$ cat src/vga_pkg.sv
package vga_pkg;

    // ----------------------------------------------------------
    // pixel bus and sprite settings
    // ----------------------------------------------------------
    typedef struct packed {
        logic [10:0] hcount;
        logic [10:0] vcount;
        logic        hsync;
        logic        vsync;
        logic        hblnk;
        logic        vblnk;
        logic [11:0] rgb;                       // 4:4:4 with red in the top nibble
    } vga_bus_t;

    typedef struct packed {
        logic [11:0] x;                         // top left corner
        logic [11:0] y;
        logic [7:0]  w;
        logic [7:0]  h;
        logic [11:0] color;
        logic        enable;
    } sprite_cfg_t;

    // ----------------------------------------------------------
    // APB
    // ----------------------------------------------------------
    typedef struct packed {
        logic        psel;
        logic        penable;
        logic        pwrite;
        logic [4:0]  paddr;
        logic [31:0] pwdata;
    } apb_req_t;

    typedef struct packed {
        logic [31:0] prdata;
        logic        pready;
        logic        pslverr;
    } apb_rsp_t;

    // one register word, seen as a position or as a style depending on the offset
    typedef union packed {
        struct packed {
            logic [7:0]  rsvd;
            logic [11:0] y;
            logic [11:0] x;
        } pos;
        struct packed {
            logic [2:0]  rsvd;
            logic        enable;
            logic [7:0]  h;
            logic [7:0]  w;
            logic [11:0] color;
        } style;
    } reg_word_u;

    localparam logic [4:0] REG_CHAR_POS   = 5'h00;
    localparam logic [4:0] REG_CHAR_STYLE = 5'h04;
    localparam logic [4:0] REG_BOSS_POS   = 5'h08;
    localparam logic [4:0] REG_BOSS_STYLE = 5'h0C;
    localparam logic [4:0] REG_BG_COLOR   = 5'h10;
    localparam logic [4:0] REG_FRAME_CNT  = 5'h14;  // read only

    localparam logic [11:0] BG_COLOR_RST   = 12'h248;
    localparam sprite_cfg_t SPRITE_CFG_RST = '0;    // disabled, at the origin, no size

endpackage

$ cat src/draw_bg.sv
`timescale 1ns/1ns

module draw_bg (
    input  logic              clk,
    input  logic              rst_n,
    input  vga_pkg::vga_bus_t bus_in,
    input  logic [11:0]       bg_color,
    output vga_pkg::vga_bus_t bus_out
);

    logic        blank;
    logic [11:0] rgb_nxt;

    assign blank   = bus_in.hblnk || bus_in.vblnk;
    assign rgb_nxt = blank ? 12'h000 : bg_color;    // black outside the visible area

    // ----------------------------------------------------------
    // pipeline register
    // ----------------------------------------------------------
    always_ff @(posedge clk) begin
        if (!rst_n) begin
            bus_out <= '0;
        end else begin
            bus_out.hcount <= bus_in.hcount;
            bus_out.vcount <= bus_in.vcount;
            bus_out.hsync  <= bus_in.hsync;
            bus_out.vsync  <= bus_in.vsync;
            bus_out.hblnk  <= bus_in.hblnk;
            bus_out.vblnk  <= bus_in.vblnk;
            bus_out.rgb    <= rgb_nxt;
        end
    end

endmodule

$ cat src/draw_rect.sv
`timescale 1ns/1ns

module draw_rect (
    input  logic                 clk,
    input  logic                 rst_n,
    input  vga_pkg::vga_bus_t    bus_in,
    input  vga_pkg::sprite_cfg_t cfg,
    output vga_pkg::vga_bus_t    bus_out
);

    logic [12:0] x_end;
    logic [12:0] y_end;
    logic [12:0] hpos;
    logic [12:0] vpos;
    logic        in_x;
    logic        in_y;
    logic        visible;
    logic        hit;
    logic [11:0] rgb_nxt;

    // ----------------------------------------------------------
    // rectangle test
    // ----------------------------------------------------------
    // one extra bit so x + w never wraps near the right edge
    assign x_end = {1'b0, cfg.x} + {5'b0, cfg.w};
    assign y_end = {1'b0, cfg.y} + {5'b0, cfg.h};
    assign hpos  = {2'b0, bus_in.hcount};
    assign vpos  = {2'b0, bus_in.vcount};

    assign in_x    = (hpos >= {1'b0, cfg.x}) && (hpos < x_end);   // half open, x to x+w
    assign in_y    = (vpos >= {1'b0, cfg.y}) && (vpos < y_end);
    assign visible = !bus_in.hblnk && !bus_in.vblnk;
    assign hit     = cfg.enable && visible && in_x && in_y;

    assign rgb_nxt = hit ? cfg.color : bus_in.rgb;    // pixels beneath show through

    // ----------------------------------------------------------
    // pipeline register
    // ----------------------------------------------------------
    always_ff @(posedge clk) begin
        if (!rst_n) begin
            bus_out <= '0;
        end else begin
            bus_out.hcount <= bus_in.hcount;
            bus_out.vcount <= bus_in.vcount;
            bus_out.hsync  <= bus_in.hsync;
            bus_out.vsync  <= bus_in.vsync;
            bus_out.hblnk  <= bus_in.hblnk;
            bus_out.vblnk  <= bus_in.vblnk;
            bus_out.rgb    <= rgb_nxt;
        end
    end

endmodule

$ cat src/game_regs.sv
`timescale 1ns/1ns

module game_regs (
    input  logic                 clk,
    input  logic                 rst_n,
    input  vga_pkg::apb_req_t    apb_req,
    input  logic                 frame_start,
    output vga_pkg::apb_rsp_t    apb_rsp,
    output vga_pkg::sprite_cfg_t char_cfg,
    output vga_pkg::sprite_cfg_t boss_cfg,
    output logic [11:0]          bg_color
);

    import vga_pkg::*;

    sprite_cfg_t char_stg;
    sprite_cfg_t boss_stg;
    logic [11:0] bg_stg;
    logic [31:0] frame_cnt;
    reg_word_u   wword;
    reg_word_u   rword;
    logic        access;
    logic        addr_ok;
    logic        bad;
    logic        wr_en;

    // ----------------------------------------------------------
    // word layouts
    // ----------------------------------------------------------
    function automatic sprite_cfg_t with_pos(sprite_cfg_t cfg, reg_word_u word);
        sprite_cfg_t upd;
        upd   = cfg;
        upd.x = word.pos.x;
        upd.y = word.pos.y;
        return upd;
    endfunction

    function automatic sprite_cfg_t with_style(sprite_cfg_t cfg, reg_word_u word);
        sprite_cfg_t upd;
        upd        = cfg;
        upd.color  = word.style.color;
        upd.w      = word.style.w;
        upd.h      = word.style.h;
        upd.enable = word.style.enable;
        return upd;
    endfunction

    function automatic reg_word_u pos_word(sprite_cfg_t cfg);
        reg_word_u word;
        word       = '0;                        // reserved bits read back as zero
        word.pos.x = cfg.x;
        word.pos.y = cfg.y;
        return word;
    endfunction

    function automatic reg_word_u style_word(sprite_cfg_t cfg);
        reg_word_u word;
        word              = '0;
        word.style.color  = cfg.color;
        word.style.w      = cfg.w;
        word.style.h      = cfg.h;
        word.style.enable = cfg.enable;
        return word;
    endfunction

    // ----------------------------------------------------------
    // APB decode, zero wait states
    // ----------------------------------------------------------
    assign wword  = apb_req.pwdata;
    assign access = apb_req.psel && apb_req.penable;

    always_comb begin
        case (apb_req.paddr)
            REG_CHAR_POS, REG_CHAR_STYLE, REG_BOSS_POS,
            REG_BOSS_STYLE, REG_BG_COLOR, REG_FRAME_CNT: addr_ok = 1'b1;
            default:                                      addr_ok = 1'b0;
        endcase
    end

    assign bad   = access && (!addr_ok || (apb_req.pwrite && apb_req.paddr == REG_FRAME_CNT));
    assign wr_en = access && apb_req.pwrite && !bad;

    always_comb begin
        case (apb_req.paddr)
            REG_CHAR_POS:   rword = pos_word(char_stg);
            REG_CHAR_STYLE: rword = style_word(char_stg);
            REG_BOSS_POS:   rword = pos_word(boss_stg);
            REG_BOSS_STYLE: rword = style_word(boss_stg);
            REG_BG_COLOR:   rword = {20'h0, bg_stg};
            REG_FRAME_CNT:  rword = frame_cnt;
            default:        rword = '0;
        endcase
    end

    assign apb_rsp = '{prdata: rword, pready: 1'b1, pslverr: bad};

    // ----------------------------------------------------------
    // staging and live copies
    // ----------------------------------------------------------
    always_ff @(posedge clk) begin
        if (!rst_n) begin
            char_stg <= SPRITE_CFG_RST;
            boss_stg <= SPRITE_CFG_RST;
            bg_stg   <= BG_COLOR_RST;
        end else if (wr_en) begin
            case (apb_req.paddr)
                REG_CHAR_POS:   char_stg <= with_pos(char_stg, wword);
                REG_CHAR_STYLE: char_stg <= with_style(char_stg, wword);
                REG_BOSS_POS:   boss_stg <= with_pos(boss_stg, wword);
                REG_BOSS_STYLE: boss_stg <= with_style(boss_stg, wword);
                REG_BG_COLOR:   bg_stg   <= apb_req.pwdata[11:0];
                default:        ;
            endcase
        end
    end

    // the pixel path only sees new settings from the frame origin on
    always_ff @(posedge clk) begin
        if (!rst_n) begin
            char_cfg  <= SPRITE_CFG_RST;
            boss_cfg  <= SPRITE_CFG_RST;
            bg_color  <= BG_COLOR_RST;
            frame_cnt <= '0;
        end else if (frame_start) begin
            char_cfg  <= char_stg;
            boss_cfg  <= boss_stg;
            bg_color  <= bg_stg;
            frame_cnt <= frame_cnt + 32'd1;
        end
    end

endmodule

$ cat src/top_vga.sv
`timescale 1ns/1ns

module top_vga #(
    parameter int H_ACTIVE = 640,
    parameter int H_FP     = 16,
    parameter int H_SYNC   = 96,
    parameter int H_BP     = 48,
    parameter int V_ACTIVE = 480,
    parameter int V_FP     = 10,
    parameter int V_SYNC   = 2,
    parameter int V_BP     = 33
) (
    input  logic              clk,
    input  logic              rst_n,
    input  vga_pkg::apb_req_t apb_req,
    output vga_pkg::apb_rsp_t apb_rsp,
    output logic              hs,
    output logic              vs,
    output logic [3:0]        r,
    output logic [3:0]        g,
    output logic [3:0]        b
);

    import vga_pkg::*;

    vga_bus_t    bus_tim;
    vga_bus_t    bus_bg;
    vga_bus_t    bus_char;
    vga_bus_t    bus_boss;
    sprite_cfg_t char_cfg;
    sprite_cfg_t boss_cfg;
    logic [11:0] bg_color;
    logic        frame_start;

    // ----------------------------------------------------------
    // pixel pipeline, boss drawn last so it sits on top
    // ----------------------------------------------------------
    vga_timing #(
        .H_ACTIVE(H_ACTIVE), .H_FP(H_FP), .H_SYNC(H_SYNC), .H_BP(H_BP),
        .V_ACTIVE(V_ACTIVE), .V_FP(V_FP), .V_SYNC(V_SYNC), .V_BP(V_BP)
    ) u_vga_timing (
        .clk        (clk),
        .rst_n      (rst_n),
        .timing     (bus_tim),
        .frame_start(frame_start)
    );

    draw_bg u_draw_bg (
        .clk     (clk),
        .rst_n   (rst_n),
        .bus_in  (bus_tim),
        .bg_color(bg_color),
        .bus_out (bus_bg)
    );

    draw_rect u_draw_char (
        .clk    (clk),
        .rst_n  (rst_n),
        .bus_in (bus_bg),
        .cfg    (char_cfg),
        .bus_out(bus_char)
    );

    draw_rect u_draw_boss (
        .clk    (clk),
        .rst_n  (rst_n),
        .bus_in (bus_char),
        .cfg    (boss_cfg),
        .bus_out(bus_boss)
    );

    game_regs u_game_regs (
        .clk        (clk),
        .rst_n      (rst_n),
        .apb_req    (apb_req),
        .frame_start(frame_start),
        .apb_rsp    (apb_rsp),
        .char_cfg   (char_cfg),
        .boss_cfg   (boss_cfg),
        .bg_color   (bg_color)
    );

    assign hs        = bus_boss.hsync;
    assign vs        = bus_boss.vsync;
    assign {r, g, b} = bus_boss.rgb;

endmodule

$ cat src/vga_timing.sv
`timescale 1ns/1ns

module vga_timing #(
    parameter int H_ACTIVE = 640,
    parameter int H_FP     = 16,
    parameter int H_SYNC   = 96,
    parameter int H_BP     = 48,
    parameter int V_ACTIVE = 480,
    parameter int V_FP     = 10,
    parameter int V_SYNC   = 2,
    parameter int V_BP     = 33
) (
    input  logic              clk,
    input  logic              rst_n,
    output vga_pkg::vga_bus_t timing,
    output logic              frame_start
);

    localparam int H_TOTAL = H_ACTIVE + H_FP + H_SYNC + H_BP;
    localparam int V_TOTAL = V_ACTIVE + V_FP + V_SYNC + V_BP;

    localparam logic [10:0] H_LAST       = 11'(H_TOTAL - 1);
    localparam logic [10:0] H_BLNK_START = 11'(H_ACTIVE);
    localparam logic [10:0] H_SYNC_START = 11'(H_ACTIVE + H_FP);
    localparam logic [10:0] H_SYNC_END   = 11'(H_ACTIVE + H_FP + H_SYNC);

    localparam logic [10:0] V_LAST       = 11'(V_TOTAL - 1);
    localparam logic [10:0] V_BLNK_START = 11'(V_ACTIVE);
    localparam logic [10:0] V_SYNC_START = 11'(V_ACTIVE + V_FP);
    localparam logic [10:0] V_SYNC_END   = 11'(V_ACTIVE + V_FP + V_SYNC);

    logic [10:0] h_next;
    logic [10:0] v_next;

    // ----------------------------------------------------------
    // counter stepping
    // ----------------------------------------------------------
    always_comb begin
        h_next = timing.hcount + 11'd1;
        v_next = timing.vcount;
        if (timing.hcount == H_LAST) begin
            h_next = '0;
            v_next = (timing.vcount == V_LAST) ? 11'd0 : timing.vcount + 11'd1;
        end
    end

    // ----------------------------------------------------------
    // registered outputs
    // ----------------------------------------------------------
    // flags are decoded from the next count so they line up with the counters
    always_ff @(posedge clk) begin
        if (!rst_n) begin
            timing      <= '0;
            frame_start <= 1'b0;
        end else begin
            timing.hcount <= h_next;
            timing.vcount <= v_next;
            timing.hsync  <= (h_next >= H_SYNC_START) && (h_next < H_SYNC_END);
            timing.vsync  <= (v_next >= V_SYNC_START) && (v_next < V_SYNC_END);
            timing.hblnk  <= (h_next >= H_BLNK_START);
            timing.vblnk  <= (v_next >= V_BLNK_START);
            timing.rgb    <= '0;                // the stages paint from here on
            frame_start   <= (h_next == 11'd0) && (v_next == 11'd0);
        end
    end

endmodule
$ cat config.mk
export PLATFORM = sky130hd
export DESIGN_NAME = top_vga
export DESIGN_NICKNAME = d
export VERILOG_FILES = /design/src/vga_pkg.sv /design/src/draw_bg.sv /design/src/draw_rect.sv /design/src/game_regs.sv /design/src/top_vga.sv /design/src/vga_timing.sv
export SDC_FILE = /design/constraint.sdc
export NUM_CORES = 1
export LEC_CHECK = 0
export ABC_AREA = 1
export BUFFER_PORTS_ARGS = -buffer_cell sky130_fd_sc_hd__buf_2
export CORE_MARGIN = 3
export CORE_UTILIZATION = 35
export CTS_CLUSTER_DIAMETER = 50
export CTS_CLUSTER_SIZE = 30
export DETAILED_ROUTE_END_ITERATION = 10
export PLACE_DENSITY = 0.52
export SYNTH_ARGS = -nofsm -noshare
export SYNTH_HDL_FRONTEND = slang
export SYNTH_SLANG_ARGS = --single-unit
$ cat constraint.sdc
create_clock -name clk -period 3.9 [get_ports clk]
set_input_delay 0.585 -clock clk [delete_from_list [all_inputs] [get_ports clk]]
set_output_delay 0.585 -clock clk [all_outputs]
set_load 0.05 [all_outputs]
# Yosys cells after proc, flatten, opt, wreduce, memory -nomap -nowiden
# Index checks and enable logic that the tools add are counted.
[word_totals] out_inout_bits=48 ff_bits=385 input_bits=42 elab_cells=131
[classes] bitwise_logic=5 order_cmp=14 add_sub_neg=7 n_eq_ne=7 reduce_logical=38 mux=9
[ops] cell="case mux 53 bit (2 select lines)" count=2
[ops] cell="case mux 32 bit (6 select lines)" count=1
[ops] cell="adder 12 x 8 -> 13 bit" count=4
[ops] cell="< comparator 11 x 13 -> 1 bit" count=4
[ops] cell=">= comparator 11 x 12 -> 1 bit" count=4
[ops] cell="2-to-1 mux 11 bit" count=3
[ops] cell="adder 32 x 1 -> 32 bit, second input constant" count=1
[ops] cell="2-to-1 mux 12 bit" count=2
[ops] cell="adder 11 x 1 -> 11 bit, second input constant" count=2
[ops] cell="== test 11 x 10 -> 1 bit, second input constant" count=2
[ops] cell=">= comparator 11 x 10 -> 1 bit, second input constant" count=2
[ops] cell=">= comparator 11 x 9 -> 1 bit, second input constant" count=2
[ops] cell="logical NOT 11 bit" count=2
[ops] cell="logical AND 1 bit" count=20
[ops] cell="AND reduction 3 bit" count=4
[ops] cell="< comparator 11 x 10 -> 1 bit, second input constant" count=1
[ops] cell="< comparator 11 x 9 -> 1 bit, second input constant" count=1
[ops] cell="== test 5 x 4 -> 1 bit, second input constant" count=2
[ops] cell="== test 5 bit, second input constant" count=2
[ops] cell="logical NOT 1 bit" count=6
[ops] cell="OR reduction 6 bit" count=1
[ops] cell="== test 5 x 3 -> 1 bit, second input constant" count=1
[ops] cell="logical NOT 5 bit" count=1
[ops] cell="inverter 1 bit" count=5
[ops] cell="4 further kinds" count=5

# Longest topological paths before layout
# Gate-level depths: netlist of run 1.
[depth] ltp_word=9 depth_mapped=24 ltp_nobuf=23

# Modules after synthesis
# A second synthesis of run 1 with hierarchy kept.
[unflattened] hier_cells=2775 hier_area_um2=19882.8
[modules_own_cells] module="game_regs" cells_per_inst=1518 seq_area_each_um2=5365.1 area_each_um2=10896.7 instances=1
[modules_own_cells] module="draw_rect at u_draw_char" cells_per_inst=431 seq_area_each_um2=760.7 area_each_um2=3109.2 instances=1
[modules_own_cells] module="draw_rect at u_draw_boss" cells_per_inst=438 seq_area_each_um2=760.7 area_each_um2=3061.7 instances=1
[modules_own_cells] module="vga_timing" cells_per_inst=268 seq_area_each_um2=540.5 area_each_um2=1682.9 instances=1
[modules_own_cells] module="draw_bg" cells_per_inst=120 seq_area_each_um2=760.7 area_each_um2=1132.3 instances=1

# Worst setup path after synthesis of run 1
# No wires, ideal clock.
[synth_path] path_type="input port to output port" from="input apb_req[33] (netlist bit)" to="output apb_rsp[20] (netlist bit)" setup_slack_ps=669 required_ps=3315 arrival_time_ps=2646 cell_stages=9 n_path_buf=2 path_cell_list="nor2_2 inv_2 nor3_2 inv_2 nor2_2 inv_2 clkbuf_1 buf_1 o21ai_0"
[synth_lines] item="from (decl)" line="top_vga.sv:15" text="input vga_pkg::apb_req_t apb_req,"
[synth_lines] item="to (decl)" line="top_vga.sv:16" text="output vga_pkg::apb_rsp_t apb_rsp,"

# Worst setup path after layout of run 1
[layout_path] from="register, netlist name u_game_regs.boss_cfg[41]" to="register u_draw_boss.bus_out[10] (netlist bit)"
[layout_via] elab_chain_cells=6 word_cells_on_any_way=7 classes_between="add/sub: 1; order compare: 2; mux: 1; reduce/logical: 3"
[layout_lines] item="adder 12 x 8 -> 13 bit" line="draw_rect.sv:25" text="assign x_end = {1'b0, cfg.x} + {5'b0, cfg.w};"
[layout_lines] item="< comparator 11 x 13 -> 1 bit" line="draw_rect.sv:30" text="assign in_x = (hpos >= {1'b0, cfg.x}) && (hpos < x_end);"
[layout_lines] item="logical AND 1 bit *" line="draw_rect.sv:30"
[layout_lines] item="logical AND 1 bit * (2 in a row)" line="draw_rect.sv:33" text="assign hit = cfg.enable && visible && in_x && in_y;"
[layout_lines] item="2-to-1 mux 12 bit *" line="draw_rect.sv:35" text="assign rgb_nxt = hit ? cfg.color : bus_in.rgb;"
[layout_lines] item="to (decl)" line="draw_rect.sv:8" text="output vga_pkg::vga_bus_t bus_out"
# Every way passes the cells marked *; elsewhere a longest branch is shown, timed or not.
# A chain may end at the register's enable or synchronous reset.

==> results of run 1 <==
-- worst max path at each step --
stage / slack (ps) / endpoint / startpoint
after floorplan: 670 / apb_rsp[20] / apb_req[33]
after global placement: 320 / u_draw_boss.bus_out[5] / u_game_regs.boss_cfg[41]
after detailed placement: 280 / u_draw_boss.bus_out[10] / u_game_regs.boss_cfg[41]
after CTS: 250 / u_draw_boss.bus_out[10] / u_game_regs.boss_cfg[41]
after global routing: 30 / u_draw_char.bus_out[1] / u_game_regs.char_cfg[29]
final: 330 / u_draw_boss.bus_out[10] / u_game_regs.boss_cfg[41]
-- cell usage in the layout (no fill, tap or decap), types with 9 or more instances in the layout --
cell type,Yosys,final
inv_6,0,9
o21ai_1,22,15
ha_1,120,120
nand3_1,104,104
nand4_1,36,36
xnor2_1,15,15
nor2_1,270,267
a21oi_1,253,253
buf_12,0,17
nand2_1,410,408
inv_1,324,323
o21ai_0,210,209
nor3_1,38,37
xor2_1,32,32
clkbuf_16,0,47
inv_2,20,20
buf_2,17,70
buf_4,2,24
a221oi_1,18,18
dfxtp_1,385,384
-- synthesized netlist by cell type (2+ instances only) --
master / number
o221ai_1: 8
clkbuf_1: 81
a21o_1: 5
nand3_1: 104
nor3_1: 38
nand2_2: 3
o22ai_1: 4
o21a_1: 3
inv_2: 20
nor3b_1: 2
nand4_1: 36
o21ai_1: 22
o2111ai_1: 5
buf_2: 17
nand4_2: 3
inv_1: 324
nor2_1: 270
nand2_1: 410
o211ai_1: 5
a31oi_1: 4
buf_1: 14
nand3_2: 2
nor2_2: 5
fa_1: 4
a211oi_1: 3
buf_4: 2
o21bai_1: 3
nor3_2: 3
xor2_1: 32
o21ai_0: 210
a221o_1: 3
a21oi_1: 253
a221oi_1: 18
nor4_1: 7
o31a_1: 2
ha_1: 120
xnor2_1: 15
dfxtp_1: 385
nor2_4: 4
-- critical path: cells and delay by family, from the launching register on --
family / cells / cell delay [ps]
AO/OA/AOI/OAI: 6 / 920
XOR/XNOR: 1 / 100
adder cells (fa/ha/maj): 3 / 890
buffers and inverters: 3 / 300
flip-flops: 1 / 350
AND/OR/NAND/NOR: 9 / 970
-- cell type report --
type                       instances  area [um^2]  share of cell area
clock buffer                      50         1210              0.0569
clock inverter                    34          412              0.0194
inverter                         346         1310              0.0616
multi-input combinational       1615         8820               0.416
sequential                       385         7710               0.364
tap                              680          851              0.0401
timing repair buffer             113          893              0.0421
timing repair inverter             1         7.51            0.000354
-- registers in the layout (all words and copies together) (netlist names) --
| signal | count |
|---|---|
| u_game_regs.bg_color | 12 |
| u_vga_timing.timing | 26 |
| u_game_regs.boss_stg | 53 |
| u_game_regs.frame_cnt | 32 |
| u_vga_timing.frame_start | 1 |
| u_game_regs.bg_stg | 12 |
| u_draw_char.bus_out | 38 |
| u_game_regs.boss_cfg | 53 |
| u_draw_boss.bus_out | 14 |
| u_game_regs.char_cfg | 53 |
| u_game_regs.char_stg | 53 |
| u_draw_bg.bus_out | 38 |
-- through the flow --
stage | setup slack [ps] | power, mW | instances
floorplan | 669 | 4.78 | 2461
global placement | 322 | 5.05 | 3139
detailed placement | 282 | 5.06 | 3139
CTS | 251 | 9.63 | 3223
global route | 31.2 | 9.96 | 3224
finish | 327 | 9.56 | 3224
-- where the power goes --
part / switching (mW) / internal [mW]
sequential: 0.0629 / 4.04
combinational: 0.635 / 0.275
clock: 1.94 / 2.60
total: 2.64 / 6.92
-- what timing repair did --
item	4_1_cts	5_1_grt
setup endpoints to repair	0	24
resized for setup	0	15
endpoints found under the hold margin	0	0
-- kinds of logic (layout without fill, tap and decap cells) --
logic type,count (synthesis),in the layout,synth area share
AND/OR/NAND/NOR,893,893,0.209
XOR/XNOR,48,48,0.0235
AO/OA/AOI/OAI,549,549,0.162
adder cells (fa/ha/maj),124,124,0.0867
buffers and inverters,461,544,0.0969
flip-flops,385,385,0.423
other,1,1,0.000206
-- metal layers --
layer / vias up / wire, um / part of all wire / GRT usage
li1: 8135 / - / - / -
met1: 7555 / 26500 / 0.46 / 0.287
met3: 81 / 3660 / 0.064 / 0.0388
met4: 0 / 1670 / 0.029 / 0.0637
met5: - / 0 / 0 / 0
met2: 486 / 25100 / 0.44 / 0.319
==> summary.md, run 1 <==
| Metric | Value |
|---|---|
| Status | complete, no violations |
| Critical Path Slowest Stage Cell | fa_1 |
| Clock sink total | between 300 and 400 |
| Fmax | about 0.28 GHz |
| WHS Path Cells | 3 |
| Fraction of layout cells with a size suffix above 1 | 0.102 |
| Root buf cell | clkbuf_16 |
| DR pass1 iterations | 5 |
| Post-synth cell types | between 50 and 60 |
| Synthesized cell area | between 15000 and 20000 um^2 |
| Critical R2R Launch | u_game_regs.boss_cfg[41] |
| DR iter-0 viols | 1264 |
| Vias | between 15000 and 20000 |
| Max-slew headroom | 0.295 |
| Inserted Clock Buffers | 45 |
| I/O pin cnt | 90 |
| CORE AREA | 51400 um^2 |
| DIE AREA | ~55000 um^2 |
| Period utilization | 0.916 |
| Primary FF master, synth | dfxtp_1 |
| Core Util, Final | 0.413 |
| Area Growth Syn to Fin | 16.3% |
| Detail-routed via count per cell | approximately 5.0 |
| Vias in the first global route | around 15000 |
| Layout net count | between 2000 and 3000 |
| Cell row count | a little over 80 |
| DRC viols | 0 |
| Setup violations, final | 0 |
| Worst Reg-to-Reg Cells | 22 |
| Post-CTS setup buffers | 0 |
| Initial Util | 0.355 |
| Hold slack | around 280 ps |
| Cell area after layout | between 20000 and 25000 um^2 |
| Syn avg cell area | between 7 and 8 um^2 |
| Final ANT Viol Nets | 0 |
| R2R Path End | u_draw_boss.bus_out[10] |
| Drt wl/cell | around 18 um |
| Kind of critical path | flip-flop to flip-flop |
| Slew of the pin with the lowest slew margin | about 1100 ps |
| Synth area leader | dfxtp_1 |
| Worst EP required | 4410 ps |
| Ys async rst share | 0 |
| Crit path largest cell delay | roughly 420 ps |
| Worst VDD drop | ~0.37 mV |
| YS warnings | 0 |
| Cell Pwr Density | ~450 nW/um^2 |
| CTS max path bufs | 3 |
| Placed cell areas | around 20000 um^2 |
| Largest net degree at the start of global routing | between 100 and 150 |
| WHS Endpoint | u_game_regs.boss_stg[0] |
| Synth area leaders | dfxtp_1 (42%), nand2_1 (8.4%), ha_1 (8.2%) |
| CTS tree | yes |
| Fill cell count | about 5200 |
| Arr. time, crit path | roughly 4000 ps |
| Min Tclk post-route | between 3000 and 4000 ps |
| Fin Setup TNS | 0 ps |
| Worst-Skew Late Latency | ~600 ps |
| Max cap viols | 0 |
| DP Wirelength | just over 40 mm |
| Setup Skew | between 30 and 40 ps |
| First-pass GRT wire length | 87.1 mm |
| Cells after Synth | 2461 |
| R2R setup slack | ~330 ps |
| Die height | 234 um |
| CP dominant cell by count | nand2_1 |
| Placer's final routability congestion estimate | between 0.8 and 0.9 |
| Max-slew violations | 0 |
| Hold-fix buffers at CTS | 0 |
| Die Span X | 234 um |
| Leakage power | ~9.4 nW |
| Crit path max fanout | 6 |
| Worst hold path class | primary input to flip-flop |
| Total GRT Usage | 0.205 |
| IO buf count | 85 |
| Yosys top cell area share | 0.423 |
| Register bit total from synthesis | between 300 and 400 |
| Fin. Hold Viols | 0 |
| Hold path startpoint | apb_req[28] |
| CP startpoint kind | flip-flop |
| Gr ovfl total | 0 |
| Syn nets | approximately 2600 |
| Number of diodes | 0 |
| Reg clk slew, reported paths | about 70 ps |
| RSZ-0062 raised after global routing | no |
| Initial antenna violation count | 1 |
| EDFF count, synth | 0 |
| H-tree depth | 2 |
| Final WL | ~57 mm |
| Critical Path End Type | flip-flop |
| Worst path cell trace | ha_1, inv_1, fa_1, o21ai_2, a21oi_1, o21bai_1, a21oi_1, o21ai_2, xor2_1, ha_1, inv_1, nor3_2, o21ai_1, nand2_1, nand3_1, nand2_1, nand2_1, nand2_4, clkinvlp_4, nand4_1, nand2_1, nor2_1 |
| Seq/Total Area, Yosys | 0.423 |
Power figures use the tool's default switching activity.
==> run 2, diff against run 1 <==
--- a/config.mk
+++ b/config.mk
@@ -5,7 +5,6 @@
 export SDC_FILE = /design/constraint.sdc
 export NUM_CORES = 1
 export LEC_CHECK = 0
-export ABC_AREA = 1
 export BUFFER_PORTS_ARGS = -buffer_cell sky130_fd_sc_hd__buf_2
 export CORE_MARGIN = 3
 export CORE_UTILIZATION = 35
==> run 2 against run 1 <==
Compared with the run above: first-iteration DRC count shrank 21%; flip-flop and latch count is the same; hold slack is essentially flat; total power is 8.1% lower; synthesized area fell by 0.34%; critical endpoint is now u_draw_boss.bus_out[6]; largest cell class unchanged.
==> summary.md, run 2 <==
| Metric | Value |
|---|---|
| Setup violations, final | 0 (unchanged) |
| Cell row count | 82 (-1.2%) |
| Min Tclk post-route | 3740 ps (+168 ps) |
| Clock sink total | 385 (unchanged) |
| Status | complete, no violations |
| Inserted Clock Buffers | 45 (unchanged) |
| EDFF count, synth | 0 (unchanged) |
| Number of diodes | 0 (unchanged) |
| Crit path largest cell delay | 430 ps (about the same) |
| Die height | 234 um (-0.17%) |
| Placed cell count | 2775 (-12%) |
| Primary FF master, synth | dfxtp_1 |
| Fin. Hold Viols | 0 (unchanged) |
| Vias in the first global route | 14600 (-3.5%) |
| Cell Pwr Density | 416 nW/um^2 (-7.6%) |
| Kind of critical path | flip-flop to flip-flop |
| Worst EP required | 4400 ps (about the same) |
| Post-synth cell types | 73 (+43%) |
| Die Span X | 234 um (-0.17%) |
| Reg clk slew, reported paths | 70 ps (about the same) |
| Setup WS pre-CTS | -123 ps (-404 ps) |
| CP startpoint kind | flip-flop |
| Worst path cell trace | ha_2, inv_1, fa_2, nor2b_2, o21ai_2, a21oi_2, o21ai_2, a21oi_2, xnor2_1, ha_1, and3_4, a22o_1, or4_4, o221ai_4, o221a_4, buf_12, mux2i_2 |
| Layout net count | 2318 (-13%) |
| Leakage power | 7.84 nW (-17%) |
| Critical Path Slowest Stage Cell | or4_4 |
| Synth area leader | dfxtp_1 |
| Fill cell count | 5027 (-4.2%) |
| Commonest cells after routing, fill and taps aside | dfxtp_1 (381), nand2_1 (289), nor2_1 (199), a21oi_1 (191), mux2i_1 (131) |
| Cells after Synth | 2094 (-15%) |
| Period utilization | 0.959 (+0.0431) |
| Fraction of layout cells with a size suffix above 1 | 0.120 (+0.0176) |
| Fmax | 0.267 GHz (-4.5%) |
| First-pass GRT wire length | 86.2 mm (-0.99%) |
| Worst VDD drop | 0.307 mV (-17%) |
| DRC viols | 0 (unchanged) |
| Total GRT Usage | 0.203 (-0.00168) |
| Worst hold path class | primary input to flip-flop |
| Slew of the pin with the lowest slew margin | 896 ps (-161 ps) |
| RSZ-0062 raised after global routing | yes |
| Max-slew violations | 0 (unchanged) |
| Arr. time, crit path | 4240 ps (+160 ps) |
| DR pass1 iterations | 6 (+1) |
| Max-slew headroom | 0.403 (+0.107) |
| Crit path max fanout | 6 (unchanged) |
| Max cap viols | 0 (unchanged) |
| Root buf cell | clkbuf_16 |
| Vias | 15100 (-6.8%) |
| Seq/Total Area, Yosys | 0.424 (+0.00145) |
| Detail-routed via count per cell | 5.30 (+5.1%) |
| IO buf count | 85 (unchanged) |
| I/O pin cnt | 90 (unchanged) |
| Placed cell areas | 19300 um^2 (-0.94%) |
| CTS max path bufs | 3 (unchanged) |
| Register bit total from synthesis | 385 (unchanged) |
| CORE AREA | 50700 um^2 (-1.4%) |
| Critical Path End Type | flip-flop |
| Fin Setup TNS | 0 ps (unchanged) |
| DP Wirelength | 40.1 mm (-2.2%) |
| Placer's final routability congestion estimate | 0.872 (+0.87%) |
| Synth top cells by count | dfxtp_1 (385), nand2_1 (289), nor2_1 (201) |
| Synthesized cell area | 18200 um^2 (-0.34%) |
| Area Growth Syn to Fin | 16.0% |
| Drt wl/cell | 19.7 um (+11%) |
| Syn nets | 2260 (-14%) |
| Worst-Skew Late Latency | 580 ps (about the same) |
| Setup Skew | 18.9 ps (-14.8 ps) |
| Initial Util | 0.359 (+0.00382) |
| H-tree depth | 2 (unchanged) |
| DR iter-0 viols | 1004 (-21%) |
| Ys async rst share | 0 (unchanged) |
| Most frequent cell after synthesis | dfxtp_1 |
| Gr ovfl total | 0 (unchanged) |
| Final WL | 56.2 mm (-1.2%) |
| Core Util, Final | 0.416 (+0.00358) |
| Final ANT Viol Nets | 0 (unchanged) |
| Initial antenna violation count | 2 (+1) |
| Post-route setup slack | 159 ps (-168 ps) |
| Largest net degree at the start of global routing | 118 (-9.9%) |
| DIE AREA | 54700 um^2 (-0.34%) |
| Most common cell after layout, fill and taps aside | dfxtp_1 |
| Cell area after layout | 21100 um^2 (-0.55%) |
| Syn avg cell area | 8.68 um^2 (+17%) |
| Synth area leaders | dfxtp_1 (42%), ha_1 (8.3%), mux2i_1 (7.3%) |
| YS warnings | 0 (unchanged) |
| Yosys top cell area share | 0.424 (+0.00145) |
| Final std cells w/o fill | 2859 (-11%) |
| CTS tree | yes |
-- run 2: cells by family after synthesis --
| family | after synthesis | synth area share |
|---|---|---|
| adder cells (fa/ha/maj) | 124 | 0.0870 |
| other | 1 | 0.000206 |
| buffers and inverters | 196 | 0.0432 |
| XOR/XNOR | 75 | 0.0361 |
| AO/OA/AOI/OAI | 389 | 0.133 |
| AND/OR/NAND/NOR | 792 | 0.204 |
| multiplexers | 132 | 0.0727 |
| flip-flops | 385 | 0.424 |
-- run 2: power breakdown --
part | switching [mW] | internal (mW)
combinational | 0.249 | 0.0983
sequential | 0.0156 | 3.94
clock | 1.98 | 2.49
total | 2.25 | 6.53
-- run 2: routing by layer --
metal	GRT usage	part of all wire	up-vias
li1	-	-	7369
met1	0.279	0.46	7279
met2	0.335	0.46	427
met3	0.0282	0.059	68
met4	0.0537	0.023	2
met5	0	0.00025	-
-- run 2: repair_timing --
item / CTS / global route
endpoints found under the hold margin: 0 / 0
pin swaps: 6 / 11
hold buffers: 0 / 0
resized for setup: 8 / 25
gates cloned: 1 / 0
setup endpoints to repair: 12 / 24
buffers inserted: 1 / 1
-- run 2: cell type report --
type,count,area [um^2],share of cell area
multi-input cells,1513,9810,0.465
flip-flops and latches,385,7710,0.366
clock buffers,51,1210,0.0574
repair buffers,131,841,0.0399
well taps,672,841,0.0399
clock inverters,31,384,0.0182
inverters,76,293,0.0139
-- run 2: path summary, 6_finish.rpt --
check                           cells past startpoint                       end                     start  slack, ps
worst max-delay path                               17    u_draw_boss.bus_out[6]  u_game_regs.boss_cfg[13]        160
worst min-delay path                                3  u_game_regs.boss_stg[19]               apb_req[26]        280
worst max register to register                     17    u_draw_boss.bus_out[6]  u_game_regs.boss_cfg[13]        160
worst min register to register                      1   u_draw_boss.bus_out[14]   u_draw_char.bus_out[14]        430
-- run 2: stage by stage --
step / hold WS, ps / power [mW]
finish: 275 / 8.78
global placement: 414 / 4.39
global route: 264 / 9.05
floorplan: 412 / 4.26
detailed placement: 419 / 4.39
CTS: 250 / 8.86
-- run 2: critical path, delay by kind of cell (launching register included) --
kind | cells | cell delay (ps)
AO/OA/AOI/OAI | 7 | 1270
XOR/XNOR | 1 | 140
adder cells (fa/ha/maj) | 3 | 780
buffers and inverters | 2 | 220
flip-flops | 1 | 330
multiplexers | 1 | 200
AND/OR/NAND/NOR | 3 | 720
